===== config.mk =====
export PLATFORM = sky130hd
export DESIGN_NAME = kdi_top
export DESIGN_NICKNAME = d
export VERILOG_FILES = /design/src/kdi_pkg.sv /design/src/kdi_top.sv /design/src/kdi_ctrl_fsm.sv /design/src/kdi_key_regs.sv /design/src/kdi_req_arb.sv
export SDC_FILE = /design/constraint.sdc
export NUM_CORES = 1
export LEC_CHECK = 0
export BUFFER_PORTS_ARGS = -buffer_cell sky130_fd_sc_hd__buf_2
export CAP_MARGIN = 25
export CORE_AREA = 5 5 327 329
export CTS_CLUSTER_DIAMETER = 50
export DETAILED_ROUTE_END_ITERATION = 8
export DIE_AREA = 0 0 332 334
export PLACE_DENSITY_LB_ADDON = 0.08
export RECOVER_POWER = 100
export SETUP_SLACK_MARGIN = 0.05
export SYNTH_ARGS = -nofsm -noshare
export SYNTH_HDL_FRONTEND = slang
export SYNTH_SLANG_ARGS = --single-unit

===== constraint.sdc =====
create_clock -name clk_i -period 2.6 [get_ports clk_i]
set_clock_uncertainty 0.2 [all_clocks]
set_input_delay 0.26 -clock clk_i [delete_from_list [all_inputs] [get_ports clk_i]]
set_output_delay 0.26 -clock clk_i [all_outputs]
set_load 0.02 [all_outputs]

===== src/kdi_pkg.sv =====
////////////////////////////////////////////////////////////////////////////
// Shared widths, digest commands and request/response types for the key
// derivation block. Seed, key and nonce widths must be multiples of the
// 64-bit digest block.
////////////////////////////////////////////////////////////////////////////

package kdi_pkg;

  // Digest block and entropy word width
  parameter int BlockWidth = 64;
  parameter int KeyWidth   = 128;
  parameter int SeedWidth  = 256;
  parameter int NonceWidth = 128;

  // Block counts derived from the widths above
  parameter int NumKeyBlocks    = KeyWidth / BlockWidth;
  parameter int NumSeedBlocks   = SeedWidth / BlockWidth;
  parameter int NumEntropyWords = NonceWidth / BlockWidth;

  // Key and nonce register contents after reset
  parameter logic [KeyWidth-1:0]   KeyInitDefault   = 128'h5a3c_96e1_0f27_b84d_c163_7e92_a4d8_3b05;
  parameter logic [NonceWidth-1:0] NonceInitDefault = 128'h8e41_d20b_7c95_3fa6_1b68_e4c7_52f0_9d3a;

  // Commands sent with each block to the digest datapath
  typedef enum logic [1:0] {
    DigestInit  = 2'd0,
    DigestLoad  = 2'd1,
    DigestRun   = 2'd2,
    DigestFinal = 2'd3
  } digest_cmd_e;

  // Picks the IV constant inside the digest datapath
  typedef enum logic {
    FlashDataSel = 1'b0,
    SramDataSel  = 1'b1
  } digest_sel_e;

  // Per-request configuration, built by the arbiter
  typedef struct packed {
    logic                                     ingest_entropy;
    digest_sel_e                              digest_sel;
    logic                                     seed_valid;
    logic [NumSeedBlocks-1:0][BlockWidth-1:0] seed;
  } req_bundle_t;

  // Response shared by all requesters
  typedef struct packed {
    logic [KeyWidth-1:0]   key;
    logic [NonceWidth-1:0] nonce;
    logic                  seed_valid;
  } key_rsp_t;

endpackage

===== src/kdi_top.sv =====
////////////////////////////////////////////////////////////////////////////
// Key derivation top level. Requester 0 is the flash data key, 1 and up
// are SRAM slots. All requesters share one response bus, valid with ack.
////////////////////////////////////////////////////////////////////////////

`timescale 1ns/1ns

module kdi_top import kdi_pkg::*; #(
  parameter int NumSramSlots = 2
) (
  input  logic                   clk_i,
  input  logic                   rst_ni,
  input  logic                   kdi_en_i,
  input  logic                   escalate_i,
  input  logic                   seed_valid_i,
  input  logic [SeedWidth-1:0]   flash_seed_i,
  input  logic [SeedWidth/2-1:0] sram_seed_i,
  input  logic [NumSramSlots:0]  key_req_i,
  output logic [NumSramSlots:0]  key_ack_o,
  output key_rsp_t               key_rsp_o,
  // Entropy source
  output logic                   edn_req_o,
  input  logic                   edn_ack_i,
  input  logic [BlockWidth-1:0]  edn_data_i,
  // Digest datapath
  output logic                   dig_valid_o,
  input  logic                   dig_ready_i,
  output digest_cmd_e            dig_cmd_o,
  output digest_sel_e            dig_sel_o,
  output logic [BlockWidth-1:0]  dig_data_o,
  input  logic                   dig_valid_i,
  input  logic [BlockWidth-1:0]  dig_data_i,
  output logic                   fsm_err_o
);

  req_bundle_t req_bundle;
  logic        req_valid;
  logic        req_done;
  logic        key_we;
  logic        nonce_we;
  logic        seed_valid_we;
  logic        entropy_sel;
  logic [1:0]  seed_idx;
  logic        entropy_idx;

  kdi_req_arb #(
    .NumSramSlots(NumSramSlots)
  ) u_req_arb (
    .clk_i        (clk_i),
    .rst_ni       (rst_ni),
    .key_req_i    (key_req_i),
    .seed_valid_i (seed_valid_i),
    .flash_seed_i (flash_seed_i),
    .sram_seed_i  (sram_seed_i),
    .req_done_i   (req_done),
    .key_ack_o    (key_ack_o),
    .req_valid_o  (req_valid),
    .req_bundle_o (req_bundle)
  );

  kdi_ctrl_fsm u_ctrl_fsm (
    .clk_i            (clk_i),
    .rst_ni           (rst_ni),
    .kdi_en_i         (kdi_en_i),
    .escalate_i       (escalate_i),
    .req_valid_i      (req_valid),
    .ingest_entropy_i (req_bundle.ingest_entropy),
    .edn_ack_i        (edn_ack_i),
    .dig_ready_i      (dig_ready_i),
    .dig_valid_i      (dig_valid_i),
    .req_done_o       (req_done),
    .edn_req_o        (edn_req_o),
    .dig_valid_o      (dig_valid_o),
    .dig_cmd_o        (dig_cmd_o),
    .key_we_o         (key_we),
    .nonce_we_o       (nonce_we),
    .seed_valid_we_o  (seed_valid_we),
    .entropy_sel_o    (entropy_sel),
    .seed_idx_o       (seed_idx),
    .entropy_idx_o    (entropy_idx),
    .fsm_err_o        (fsm_err_o)
  );

  kdi_key_regs u_key_regs (
    .clk_i           (clk_i),
    .rst_ni          (rst_ni),
    .req_bundle_i    (req_bundle),
    .edn_data_i      (edn_data_i),
    .dig_data_i      (dig_data_i),
    .key_we_i        (key_we),
    .nonce_we_i      (nonce_we),
    .seed_valid_we_i (seed_valid_we),
    .entropy_sel_i   (entropy_sel),
    .seed_idx_i      (seed_idx),
    .entropy_idx_i   (entropy_idx),
    .dig_data_o      (dig_data_o),
    .dig_sel_o       (dig_sel_o),
    .key_rsp_o       (key_rsp_o)
  );

endmodule


===== src/kdi_ctrl_fsm.sv =====
////////////////////////////////////////////////////////////////////////////
// Key derivation control FSM. Escalation is terminal until reset, and an
// open entropy request is kept up until its ack even in the error state.
////////////////////////////////////////////////////////////////////////////

`timescale 1ns/1ns

module kdi_ctrl_fsm import kdi_pkg::*; (
  input  logic        clk_i,
  input  logic        rst_ni,
  input  logic        kdi_en_i,
  input  logic        escalate_i,
  input  logic        req_valid_i,
  input  logic        ingest_entropy_i,
  input  logic        edn_ack_i,
  input  logic        dig_ready_i,
  input  logic        dig_valid_i,
  output logic        req_done_o,
  output logic        edn_req_o,
  output logic        dig_valid_o,
  output digest_cmd_e dig_cmd_o,
  output logic        key_we_o,
  output logic        nonce_we_o,
  output logic        seed_valid_we_o,
  output logic        entropy_sel_o,
  output logic [1:0]  seed_idx_o,
  output logic        entropy_idx_o,
  output logic        fsm_err_o
);

  typedef enum logic [3:0] {
    ResetSt, IdleSt, DigClrSt, DigLoadSt, FetchEntropySt, DigEntropySt,
    DigFinSt, DigWaitSt, FetchNonceSt, FinishSt, ErrorSt
  } state_e;

  state_e     state_d, state_q;
  logic [1:0] seed_cnt_q;
  logic       entropy_cnt_q;
  logic       seed_cnt_en, seed_cnt_clr;
  logic       entropy_cnt_en, entropy_cnt_clr;
  logic       edn_req_d, edn_req_q;

  //////////////////////////////////////////////////////////////////////////
  // Next state and outputs
  //////////////////////////////////////////////////////////////////////////

  always_comb begin
    state_d         = state_q;
    seed_cnt_en     = 1'b0;
    seed_cnt_clr    = 1'b0;
    entropy_cnt_en  = 1'b0;
    entropy_cnt_clr = 1'b0;
    // Open request stays up until acked
    edn_req_d       = edn_req_q & ~edn_ack_i;
    req_done_o      = 1'b0;
    dig_valid_o     = 1'b0;
    dig_cmd_o       = DigestLoad;
    key_we_o        = 1'b0;
    nonce_we_o      = 1'b0;
    seed_valid_we_o = 1'b0;
    entropy_sel_o   = 1'b0;
    fsm_err_o       = 1'b0;

    unique case (state_q)
      // Hold here until the block is enabled
      ResetSt: begin
        if (kdi_en_i) begin
          state_d = IdleSt;
        end
      end
      IdleSt: begin
        if (req_valid_i) begin
          state_d         = DigClrSt;
          seed_cnt_clr    = 1'b1;
          entropy_cnt_clr = 1'b1;
        end
      end
      // Revert digest state to the IV
      DigClrSt: begin
        dig_valid_o = 1'b1;
        dig_cmd_o   = DigestInit;
        if (dig_ready_i) begin
          state_d = DigLoadSt;
        end
      end
      // Even seed block loads, odd block runs a round
      DigLoadSt: begin
        dig_valid_o = 1'b1;
        if (seed_cnt_q[0]) begin
          dig_cmd_o = DigestRun;
          if (dig_ready_i) begin
            state_d = ingest_entropy_i ? FetchEntropySt : DigFinSt;
          end
        end else if (dig_ready_i) begin
          seed_cnt_en = 1'b1;
        end
      end
      // Two entropy words, staged in the nonce register
      FetchEntropySt: begin
        edn_req_d = ~(edn_ack_i & entropy_cnt_q);
        if (edn_ack_i) begin
          nonce_we_o = 1'b1;
          if (entropy_cnt_q) begin
            state_d         = DigEntropySt;
            entropy_cnt_clr = 1'b1;
          end else begin
            entropy_cnt_en = 1'b1;
          end
        end
      end
      DigEntropySt: begin
        dig_valid_o   = 1'b1;
        entropy_sel_o = 1'b1;
        if (entropy_cnt_q) begin
          dig_cmd_o = DigestRun;
          if (dig_ready_i) begin
            state_d         = DigFinSt;
            entropy_cnt_clr = 1'b1;
          end
        end else if (dig_ready_i) begin
          entropy_cnt_en = 1'b1;
        end
      end
      DigFinSt: begin
        dig_valid_o = 1'b1;
        dig_cmd_o   = DigestFinal;
        if (dig_ready_i) begin
          state_d = DigWaitSt;
        end
      end
      // Store the result, then second half or nonce
      DigWaitSt: begin
        if (dig_valid_i) begin
          key_we_o = 1'b1;
          if (seed_cnt_q == 2'd1) begin
            seed_cnt_en = 1'b1;
            state_d     = DigClrSt;
          end else begin
            seed_cnt_clr    = 1'b1;
            seed_valid_we_o = 1'b1;
            state_d         = FetchNonceSt;
          end
        end
      end
      FetchNonceSt: begin
        edn_req_d = ~(edn_ack_i & entropy_cnt_q);
        if (edn_ack_i) begin
          nonce_we_o = 1'b1;
          if (entropy_cnt_q) begin
            state_d         = FinishSt;
            entropy_cnt_clr = 1'b1;
          end else begin
            entropy_cnt_en = 1'b1;
          end
        end
      end
      FinishSt: begin
        req_done_o = 1'b1;
        state_d    = IdleSt;
      end
      // Terminal
      ErrorSt: begin
        fsm_err_o = 1'b1;
      end
      default: begin
        state_d   = ErrorSt;
        fsm_err_o = 1'b1;
      end
    endcase

    if (escalate_i) begin
      state_d = ErrorSt;
    end
  end

  //////////////////////////////////////////////////////////////////////////
  // Registers
  //////////////////////////////////////////////////////////////////////////

  always_ff @(posedge clk_i or negedge rst_ni) begin
    if (!rst_ni) begin
      state_q       <= ResetSt;
      seed_cnt_q    <= '0;
      entropy_cnt_q <= 1'b0;
      edn_req_q     <= 1'b0;
    end else begin
      state_q   <= state_d;
      edn_req_q <= edn_req_d;
      if (seed_cnt_clr) begin
        seed_cnt_q <= '0;
      end else if (seed_cnt_en) begin
        seed_cnt_q <= seed_cnt_q + 2'd1;
      end
      if (entropy_cnt_clr) begin
        entropy_cnt_q <= 1'b0;
      end else if (entropy_cnt_en) begin
        entropy_cnt_q <= ~entropy_cnt_q;
      end
    end
  end

  assign edn_req_o     = edn_req_q;
  assign seed_idx_o    = seed_cnt_q;
  assign entropy_idx_o = entropy_cnt_q;

  // Entropy request is never withdrawn without an ack
  EdnReqHold_A: assert property (@(posedge clk_i) disable iff (!rst_ni)
    edn_req_o && !edn_ack_i |=> edn_req_o);

  // Idle means nothing is pending towards digest or entropy source
  IdleQuiet_A: assert property (@(posedge clk_i) disable iff (!rst_ni)
    state_q == IdleSt |-> !dig_valid_o && !edn_req_o);

endmodule


===== src/kdi_key_regs.sv =====
////////////////////////////////////////////////////////////////////////////
// Key, nonce and seed-valid registers plus the digest input mux. Entropy
// words for SRAM keys are staged in the nonce register, so the response
// is only meaningful in the ack cycle.
////////////////////////////////////////////////////////////////////////////

`timescale 1ns/1ns

module kdi_key_regs import kdi_pkg::*; (
  input  logic                  clk_i,
  input  logic                  rst_ni,
  input  req_bundle_t           req_bundle_i,
  input  logic [BlockWidth-1:0] edn_data_i,
  input  logic [BlockWidth-1:0] dig_data_i,
  input  logic                  key_we_i,
  input  logic                  nonce_we_i,
  input  logic                  seed_valid_we_i,
  input  logic                  entropy_sel_i,
  input  logic [1:0]            seed_idx_i,
  input  logic                  entropy_idx_i,
  output logic [BlockWidth-1:0] dig_data_o,
  output digest_sel_e           dig_sel_o,
  output key_rsp_t              key_rsp_o
);

  logic [NumKeyBlocks-1:0][BlockWidth-1:0]    key_q;
  logic [NumEntropyWords-1:0][BlockWidth-1:0] nonce_q;
  logic                                       seed_valid_q;

  always_ff @(posedge clk_i or negedge rst_ni) begin
    if (!rst_ni) begin
      key_q        <= KeyInitDefault;
      nonce_q      <= NonceInitDefault;
      seed_valid_q <= 1'b0;
    end else begin
      // Upper seed index bit names the key half being finished
      if (key_we_i) begin
        key_q[seed_idx_i[1]] <= dig_data_i;
      end
      if (nonce_we_i) begin
        nonce_q[entropy_idx_i] <= edn_data_i;
      end
      if (seed_valid_we_i) begin
        seed_valid_q <= req_bundle_i.seed_valid;
      end
    end
  end

  // Digest input block
  // entropy word, seed block, or zero for an invalid seed
  always_comb begin
    if (entropy_sel_i) begin
      dig_data_o = nonce_q[entropy_idx_i];
    end else if (req_bundle_i.seed_valid) begin
      dig_data_o = req_bundle_i.seed[seed_idx_i];
    end else begin
      dig_data_o = '0;
    end
  end

  assign dig_sel_o = req_bundle_i.digest_sel;

  assign key_rsp_o = '{key:        key_q,
                       nonce:      nonce_q,
                       seed_valid: seed_valid_q};

endmodule


===== src/kdi_req_arb.sv =====
////////////////////////////////////////////////////////////////////////////
// Round-robin arbiter over the flash requester (index 0) and the SRAM
// slots. Needs NumSramSlots >= 1. One request in flight at a time.
////////////////////////////////////////////////////////////////////////////

`timescale 1ns/1ns

module kdi_req_arb import kdi_pkg::*; #(
  parameter int NumSramSlots = 2
) (
  input  logic                      clk_i,
  input  logic                      rst_ni,
  input  logic [NumSramSlots:0]     key_req_i,
  input  logic                      seed_valid_i,
  input  logic [SeedWidth-1:0]      flash_seed_i,
  input  logic [SeedWidth/2-1:0]    sram_seed_i,
  input  logic                      req_done_i,
  output logic [NumSramSlots:0]     key_ack_o,
  output logic                      req_valid_o,
  output req_bundle_t               req_bundle_o
);

  localparam int NumReq = NumSramSlots + 1;
  localparam int IdxW   = $clog2(NumReq);

  req_bundle_t       bundles [NumReq];
  logic [NumReq-1:0] req_masked;
  logic [NumReq-1:0] gnt_q;
  logic [NumReq-1:0] ack_q;
  logic [IdxW-1:0]   gnt_idx_q;
  logic [IdxW-1:0]   pick_idx;
  logic              pick_found;
  logic              valid_q;

  // Flash data key, no entropy, full 256-bit seed
  assign bundles[0] = '{ingest_entropy: 1'b0,
                        digest_sel:     FlashDataSel,
                        seed_valid:     seed_valid_i,
                        seed:           flash_seed_i};

  // SRAM slots reuse the 128-bit seed for both halves
  for (genvar k = 1; k < NumReq; k++) begin : gen_sram_bundle
    assign bundles[k] = '{ingest_entropy: 1'b1,
                          digest_sel:     SramDataSel,
                          seed_valid:     seed_valid_i,
                          seed:           {sram_seed_i, sram_seed_i}};
  end

  // Hide a requester in the cycle right after its ack
  assign req_masked = key_req_i & ~ack_q;

  // Search upward starting after the last winner
  always_comb begin : p_pick
    int cand;
    pick_found = 1'b0;
    pick_idx   = '0;
    for (int i = 1; i <= NumReq; i++) begin
      cand = (int'(gnt_idx_q) + i) % NumReq;
      if (!pick_found && req_masked[cand]) begin
        pick_found = 1'b1;
        pick_idx   = IdxW'(cand);
      end
    end
  end

  always_ff @(posedge clk_i or negedge rst_ni) begin
    if (!rst_ni) begin
      valid_q   <= 1'b0;
      gnt_q     <= '0;
      ack_q     <= '0;
      // Start the search at the flash requester
      gnt_idx_q <= IdxW'(NumReq - 1);
    end else begin
      ack_q <= key_ack_o;
      if (valid_q) begin
        if (req_done_i) begin
          valid_q <= 1'b0;
          gnt_q   <= '0;
        end
      end else if (pick_found) begin
        valid_q   <= 1'b1;
        gnt_q     <= NumReq'(1) << pick_idx;
        gnt_idx_q <= pick_idx;
      end
    end
  end

  assign key_ack_o    = gnt_q & {NumReq{req_done_i}};
  assign req_valid_o  = valid_q;
  assign req_bundle_o = bundles[gnt_idx_q];

  // Grant is one-hot exactly while a request is in flight
  GntOneHot_A: assert property (@(posedge clk_i) disable iff (!rst_ni)
    $onehot0(gnt_q) && (req_valid_o == (gnt_q != '0)));

  // Grant and valid hold until the FSM reports completion
  GntStable_A: assert property (@(posedge clk_i) disable iff (!rst_ni)
    req_valid_o && !req_done_i |=> req_valid_o && $stable(gnt_q));

endmodule


After elaboration in Yosys (flattened, before gate mapping) --
Cells that the tools add are included.
Word-level totals: register bits after elaboration 274, input bits 523, output and inout bits 330, word-level logic and storage cells 169
Operators by class: add/sub/neg operators 4, divide/modulo/power cells 3, magnitude comparators 9, equal/unequal tests 26, shift operators 1, mux-type cells 87, bitwise operators 10, reduce and logical (&&, ||, !) cells 16
Operators with widths (number):
- binary-select mux 259 bit (select 2 bit) | 1
- two-way mux 259 bit | 2
- two-way mux 64 bit | 7
- bitwise mux 128 bit | 2
- binary-select mux 64 bit (select 2 bit) | 1
- demux 64 bit (select 1 bit) | 2
- less-than comparator 32 x 4 -> 1 bit (second input constant) | 3
- modulo 32 x 3 -> 32 bit (second input constant) | 3
- two-way mux 4 bit | 15
- case mux 4 bit (11 select lines) | 1
- two-way mux 1 bit | 37
- inequality test 3 bit (second input constant) | 9
- equality test 4 x 3 -> 1 bit (second input constant) | 4
- two-way mux 2 bit | 8
- AND reduction 14 bit | 1
- equality test 4 bit (second input constant) | 3
- inequality test 3 x 2 -> 1 bit (second input constant) | 4
- OR reduction 10 bit | 1
- two-way mux 3 bit | 3
- equality test 4 x 2 -> 1 bit (second input constant) | 2
- case mux 2 bit (4 select lines) | 1
- adder 2 x 2 -> 3 bit (second input constant) | 2
- AND 3 bit | 2
- binary-select mux 1 bit (select 2 bit) | 3
- 24 further kinds | 39

Depth between registers and ports, before layout --
depth after elaboration 15, depth in mapped cells 9, mapped depth without buffers 7

Cells and area by module --
A second synthesis with hierarchy kept.
Second synthesis, totals: cell total of the unflattened synthesis 1774, area total of the unflattened synthesis 18804.3 sq um
By module, submodules not included:
- kdi_key_regs | times used 1, cells an instance 909, area an instance 12872.3 sq um
- kdi_req_arb | times used 1, cells an instance 776, area an instance 5227.5 sq um
- kdi_ctrl_fsm | times used 1, cells an instance 89, area an instance 704.4 sq um

Worst setup path before layout --
Ideal clock, no wire load.
kind register to register, start point reg u_req_arb.gnt_idx_q[1], end point reg u_req_arb.gnt_q[1], library setup time 0.130 ns, arrival 2.001 ns, data required time 2.270 ns, path slack 0.269 ns, stages on the path, launching flop included 8, buffers on the path 1, cell sequence dfstp_2 ha_1 buf_2 or3b_2 a21oi_1 nor3_1 a31oi_1 o21ai_0
On the way: cells in the longest elaborated chain, start to end 15, elaborated cells on any way between the ends 30, those cells by class 3 x add/sub; 3 x div; 1 x shift; 17 x mux; 6 x reduce/logical
Ends and longest elaborated chain:
- from (decl) | RTL line kdi_req_arb.sv:30 | logic [IdxW-1:0] gnt_idx_q;
- from (signal assigned) | RTL line kdi_req_arb.sv:72 | gnt_idx_q <= IdxW'(NumReq - 1);
- from (signal assigned) | RTL line kdi_req_arb.sv:83 | gnt_idx_q <= pick_idx;
- adder 2 x 1 -> 3 bit | RTL line kdi_req_arb.sv:58 | cand = (int'(gnt_idx_q) + i) % NumReq;
- modulo 32 x 3 -> 32 bit | RTL line kdi_req_arb.sv:58
- binary-select mux 1 bit (select 2 bit) | RTL line kdi_req_arb.sv:59 | if (!pick_found && req_masked[cand]) begin
- two-way mux 1 bit (implied by the code) (2 in a row) | RTL line kdi_req_arb.sv:59
- two-way mux 1 bit | RTL line kdi_req_arb.sv:59
- zero test 1 bit | RTL line kdi_req_arb.sv:59
- logical AND 1 bit | RTL line kdi_req_arb.sv:59
- two-way mux 1 bit | RTL line kdi_req_arb.sv:59
- zero test 1 bit | RTL line kdi_req_arb.sv:59
- logical AND 1 bit | RTL line kdi_req_arb.sv:59
- two-way mux 2 bit | RTL line kdi_req_arb.sv:59
- left shift 1 x 2 -> 3 bit | RTL line kdi_req_arb.sv:82 | gnt_q <= NumReq'(1) << pick_idx;
- two-way mux 3 bit | RTL line kdi_req_arb.sv:80 | end else if (pick_found) begin
- two-way mux 3 bit | RTL line kdi_req_arb.sv:75 | if (valid_q) begin
- to (signal assigned) | RTL line kdi_req_arb.sv:82
- to (decl) | RTL line kdi_req_arb.sv:28 | logic [NumReq-1:0] gnt_q;
Parallel ways exist; a longest one is shown, timed or not. The select of a mux whose other input is x is not followed. A chain may end at the register's enable or synchronous reset.

Worst setup path after layout --
start point reg u_ctrl_fsm.seed_cnt_q[0], in the netlist u_ctrl_fsm.seed_idx_o[0], end point out dig_data_o[63]
On the way: cells in the longest elaborated chain, start to end 4
Ends and longest elaborated chain:
- from (decl) | RTL line kdi_ctrl_fsm.sv:37 | logic [1:0] seed_cnt_q;
- from (signal assigned) | RTL line kdi_ctrl_fsm.sv:192 | seed_cnt_q <= seed_cnt_q + 2'd1;
- binary-select mux 64 bit (select 2 bit) | RTL line kdi_key_regs.sv:55 | dig_data_o = req_bundle_i.seed[seed_idx_i];
- two-way mux 64 bit (implied by the code) | RTL line kdi_key_regs.sv:55
- two-way mux 64 bit | RTL line kdi_key_regs.sv:54 | end else if (req_bundle_i.seed_valid) begin
- two-way mux 64 bit | RTL line kdi_key_regs.sv:52 | if (entropy_sel_i) begin
- to (decl) | RTL line kdi_top.sv:30 | output logic [BlockWidth-1:0] dig_data_o,
Every way passes these cells. The select of a mux whose other input is x is not followed.

==> flow_summary_export.csv <==
group,metric,value,unit
synthesis,syn-num-nets,1675,
synthesis,ys_ff_latch,274,
floorplanning,fp.dieH,334,um
clocking,cts.path.max_buffers,3,
clocking,tritoncts,"yes",
floorplanning,dieArea,111000,um2
synthesis,synthArstFlopShare,1.00,
floorplanning,dieWidth,332,um
critical_path,reg2reg_from,"u_ctrl_fsm.state_q[3]",
synthesis,synth_warnings,0,
place,post-place-ws,135,ps
synthesis,synthCells,1147,
synthesis,synthTopCellsByCount,"mux2_2 (160), dfrtp_1 (147), mux2i_1 (130), dfstp_2 (127), mux2_1 (97)",
timing,worst_slack,-318,ps
synthesis,yosysMostFrequentCell,"mux2_2",
routing,drtIter0Drc,609,
global_route,grt_usage,0.149,
clocking,clk_pin_slew,50,ps
timing,finalCritPeriodShare,1.12,
critical_path,worstReg2RegEnd,"u_key_regs.key_rsp_o[107]",
synthesis,yosysSeqAreaShare,0.466,
routing,via_per_inst,3.99,
layout,fin_util,0.248,
routing,wl_per_cell,23.8,um
critical_path,required,2140,ps
clocking,htree_levels,2,
synthesis,synth_area,15100,um2
critical_path,cp_max_fo,8,
global_route,grt_pass1_vias,16138,
outcome,violations,"max-capacitance violations, max-slew violations, negative setup slack",
timing,fmax,343,MHz
synthesis,synth_xor_area_frac,0.00116,
layout,drive_gt1_frac,0.550,
timing,worst_slew_margin_rel,-0.504,
timing,worst_slew_pin_slew,2260,ps
global_route,grt_max_degree,61,
critical_path,reg2reg_slack,-100,ps
routing,vias,14573,
layout,fillers,11164,
floorplanning,core,103000,um2
place,placed_cells,3381,
hold_path,hold_depth,3,
timing,grt_setup_unrepaired,"true",
power_and_ir_drop,p_leak,11.4,nW
synthesis,synthMuxAreaShare,0.374,
timing,period_minus_slack,2920,ps
hold_path,worstHoldStart,"seed_valid_i",
routing,first_pass_iters,5,
critical_path,worstSetupStartpointType,"flip-flop",
layout,syn_to_final_growth,69.8,%
routing,drc,0,
hold_path,hold_path.class,"input port to flip-flop",
critical_path,worstPathArrival,2460,ps
layout,stdcell_count,3653,
floorplanning,rows,118,
global_route,overflow,0,
synthesis,synth_top_family_by_area,"multiplexers",
timing,hold_viol_final,0,
synthesis,yosys.area_share.simple,0.0487,
place,port_buffers,852,
global_route,antenna_found_initial,25,
routing,drt-total-wl,86.8,mm
timing,setup_viol,215,
critical_path,reg2reg_depth,5,
critical_path,critPathLaunch,"u_ctrl_fsm.seed_idx_o[0]",
synthesis,synth.distinct_cells,57,
synthesis,synthAdderAreaFrac,0.00416,
clocking,cts_sinks,274,
clocking,cts_buffers,52,
place,hpwlAfterDp,69.9,mm
power_and_ir_drop,irDropWorstVdd,0.450,mV
power_and_ir_drop,powerDensity,680,nW/um2
synthesis,synth_top_area_cell,"dfrtp_1",
outcome,outcome,"finished, violations left",
flow_run,cap_violations,1,
floorplanning,io_pins,853,
synthesis,synth.area.top_cells,"dfrtp_1 (24%), dfstp_2 (22%), mux2_2 (12%), mux4_2 (9.6%), mux2i_1 (8.6%)",
clocking,cts_root_buf,"clkbuf_16",
layout,nets,2753,
synthesis,synth_compound_area_frac,0.0680,
global_route,grt_pass1_wl,122,mm
clocking,clkLatencyLatePin,590,ps
critical_path,cp-end-kind,"output port",
floorplanning,initial_core_util,0.146,
timing,drv_slew,25,
place,gp_congestion,0.842,
synthesis,syn_avg_cell_area,13.1,um2
hold_path,hold_path_end,"u_key_regs.seed_valid_q",
synthesis,synth_top_area_share,0.244,
synthesis,ys.flop_type,"dfrtp_1",
critical_path,crit_type,"flip-flop to output port",
routing,ant_nets,0,
synthesis,synth_edf_count,0,
-- kinds of logic (layout without fill, tap and decap cells) --
| family | count (synthesis) | count (layout) |
|---|---|---|
| AO/OA/AOI/OAI | 172 | 172 |
| XOR/XNOR | 2 | 2 |
| adder cells (fa/ha/maj) | 5 | 5 |
| buffers and inverters | 101 | 1223 |
| flip-flops | 274 | 274 |
| multiplexers | 451 | 451 |
| other | 0 | 4 |
| AND/OR/NAND/NOR | 142 | 142 |
-- what timing repair did --
item | 4_1_cts | 5_1_grt
hold buffers | 136 | 0
cloned | 5 | 1
hold endpoints to repair | 461 | 0
buffers inserted | 19 | 12
pin swaps | 43 | 12
gates resized for setup | 130 | 48
setup endpoints to repair | 65 | 71
-- worst max path at each step --
stage | endpoint | slack, ps | cells past startpoint
floorplan | u_req_arb.gnt_q[1] | 270 | 7
detailed placement | dig_data_o[1] | 140 | 6
CTS | dig_data_o[6] | -370 | 7
finish | dig_data_o[63] | -320 | 7
global route | dig_data_o[56] | -410 | 7
global placement | u_req_arb.gnt_q[1] | 100 | 9
-- sequential cells by signal, summed over array words and instances (netlist names) --
name                      flops
u_key_regs.seed_valid_q       1
u_key_regs.key_rsp_o        256
u_req_arb.gnt_q               3
u_ctrl_fsm.seed_idx_o         2
u_ctrl_fsm.edn_req_o          1
u_ctrl_fsm.state_q            4
u_req_arb.req_valid_o         1
u_ctrl_fsm.entropy_idx_o      1
u_req_arb.gnt_idx_q           2
u_req_arb.ack_q               3
-- where the power goes --
part	switching [W]	internal, W
registers	0.000167	0.00453
clock network	0.00252	0.00468
logic	0.00312	0.00235
total	0.00580	0.0116
-- layout make-up --
type | instances | area (um2) | share of cell area
multi-input cells | 772 | 7820 | 0.306
repair buffers | 1115 | 7070 | 0.277
flip-flops and latches | 274 | 7030 | 0.275
well taps | 1380 | 1730 | 0.0676
clock buffers | 62 | 1370 | 0.0536
clock inverters | 36 | 500 | 0.0196
inverters | 10 | 37.5 | 0.00147
diodes | 4 | 10.0 | 0.000392
-- cells in the final DEF, fill, tap and decap left out, drive strengths merged, types with 10 or more instances in the layout --
| master | Yosys | layout |
|---|---|---|
| dlygate4sd3 | 0 | 135 |
| mux2i | 130 | 130 |
| dfrtp | 147 | 147 |
| nor2 | 82 | 82 |
| inv | 10 | 12 |
| mux2 | 257 | 257 |
| clkbuf | 27 | 332 |
| clkinv | 0 | 16 |
| o21ai | 10 | 10 |
| o22ai | 66 | 66 |
| dfstp | 127 | 127 |
| mux4 | 64 | 64 |
| buf | 64 | 708 |
| a21oi | 75 | 75 |
-- through the flow --
stage / power, W / hold slack, ps / TNS, ps / cell area, um2
2_1_floorplan: 0.00713 / -236 / 0 / 15100
3_3_place_gp: 0.00941 / 29.7 / 0 / 21700
3_5_place_dp: 0.00939 / 36.0 / 0 / 21700
4_1_cts: 0.0176 / 31.0 / -20560 / 25700
5_1_grt: 0.0183 / 59.4 / -78800 / 25600
6_report: 0.0174 / 82.8 / -20880 / 25600
-- per-layer routing --
layer | GRT usage | wire [um] | vias up
met4 | 0.0421 | 2310 | 12
met1 | 0.184 | 36000 | 7239
met2 | 0.246 | 40800 | 688
li1 | - | - | 6516
met3 | 0.0525 | 7630 | 118
met5 | 0 | 81 | -
-- critical path, cell delays in order (launching register included) --
cell and delay (ps):
dfrtp_4 500, buf_4 150, buf_12 140, buf_12 150
mux4_2 490, a21oi_2 140, o22ai_1 90, buf_4 180
(Power assumes the default switching activity.)
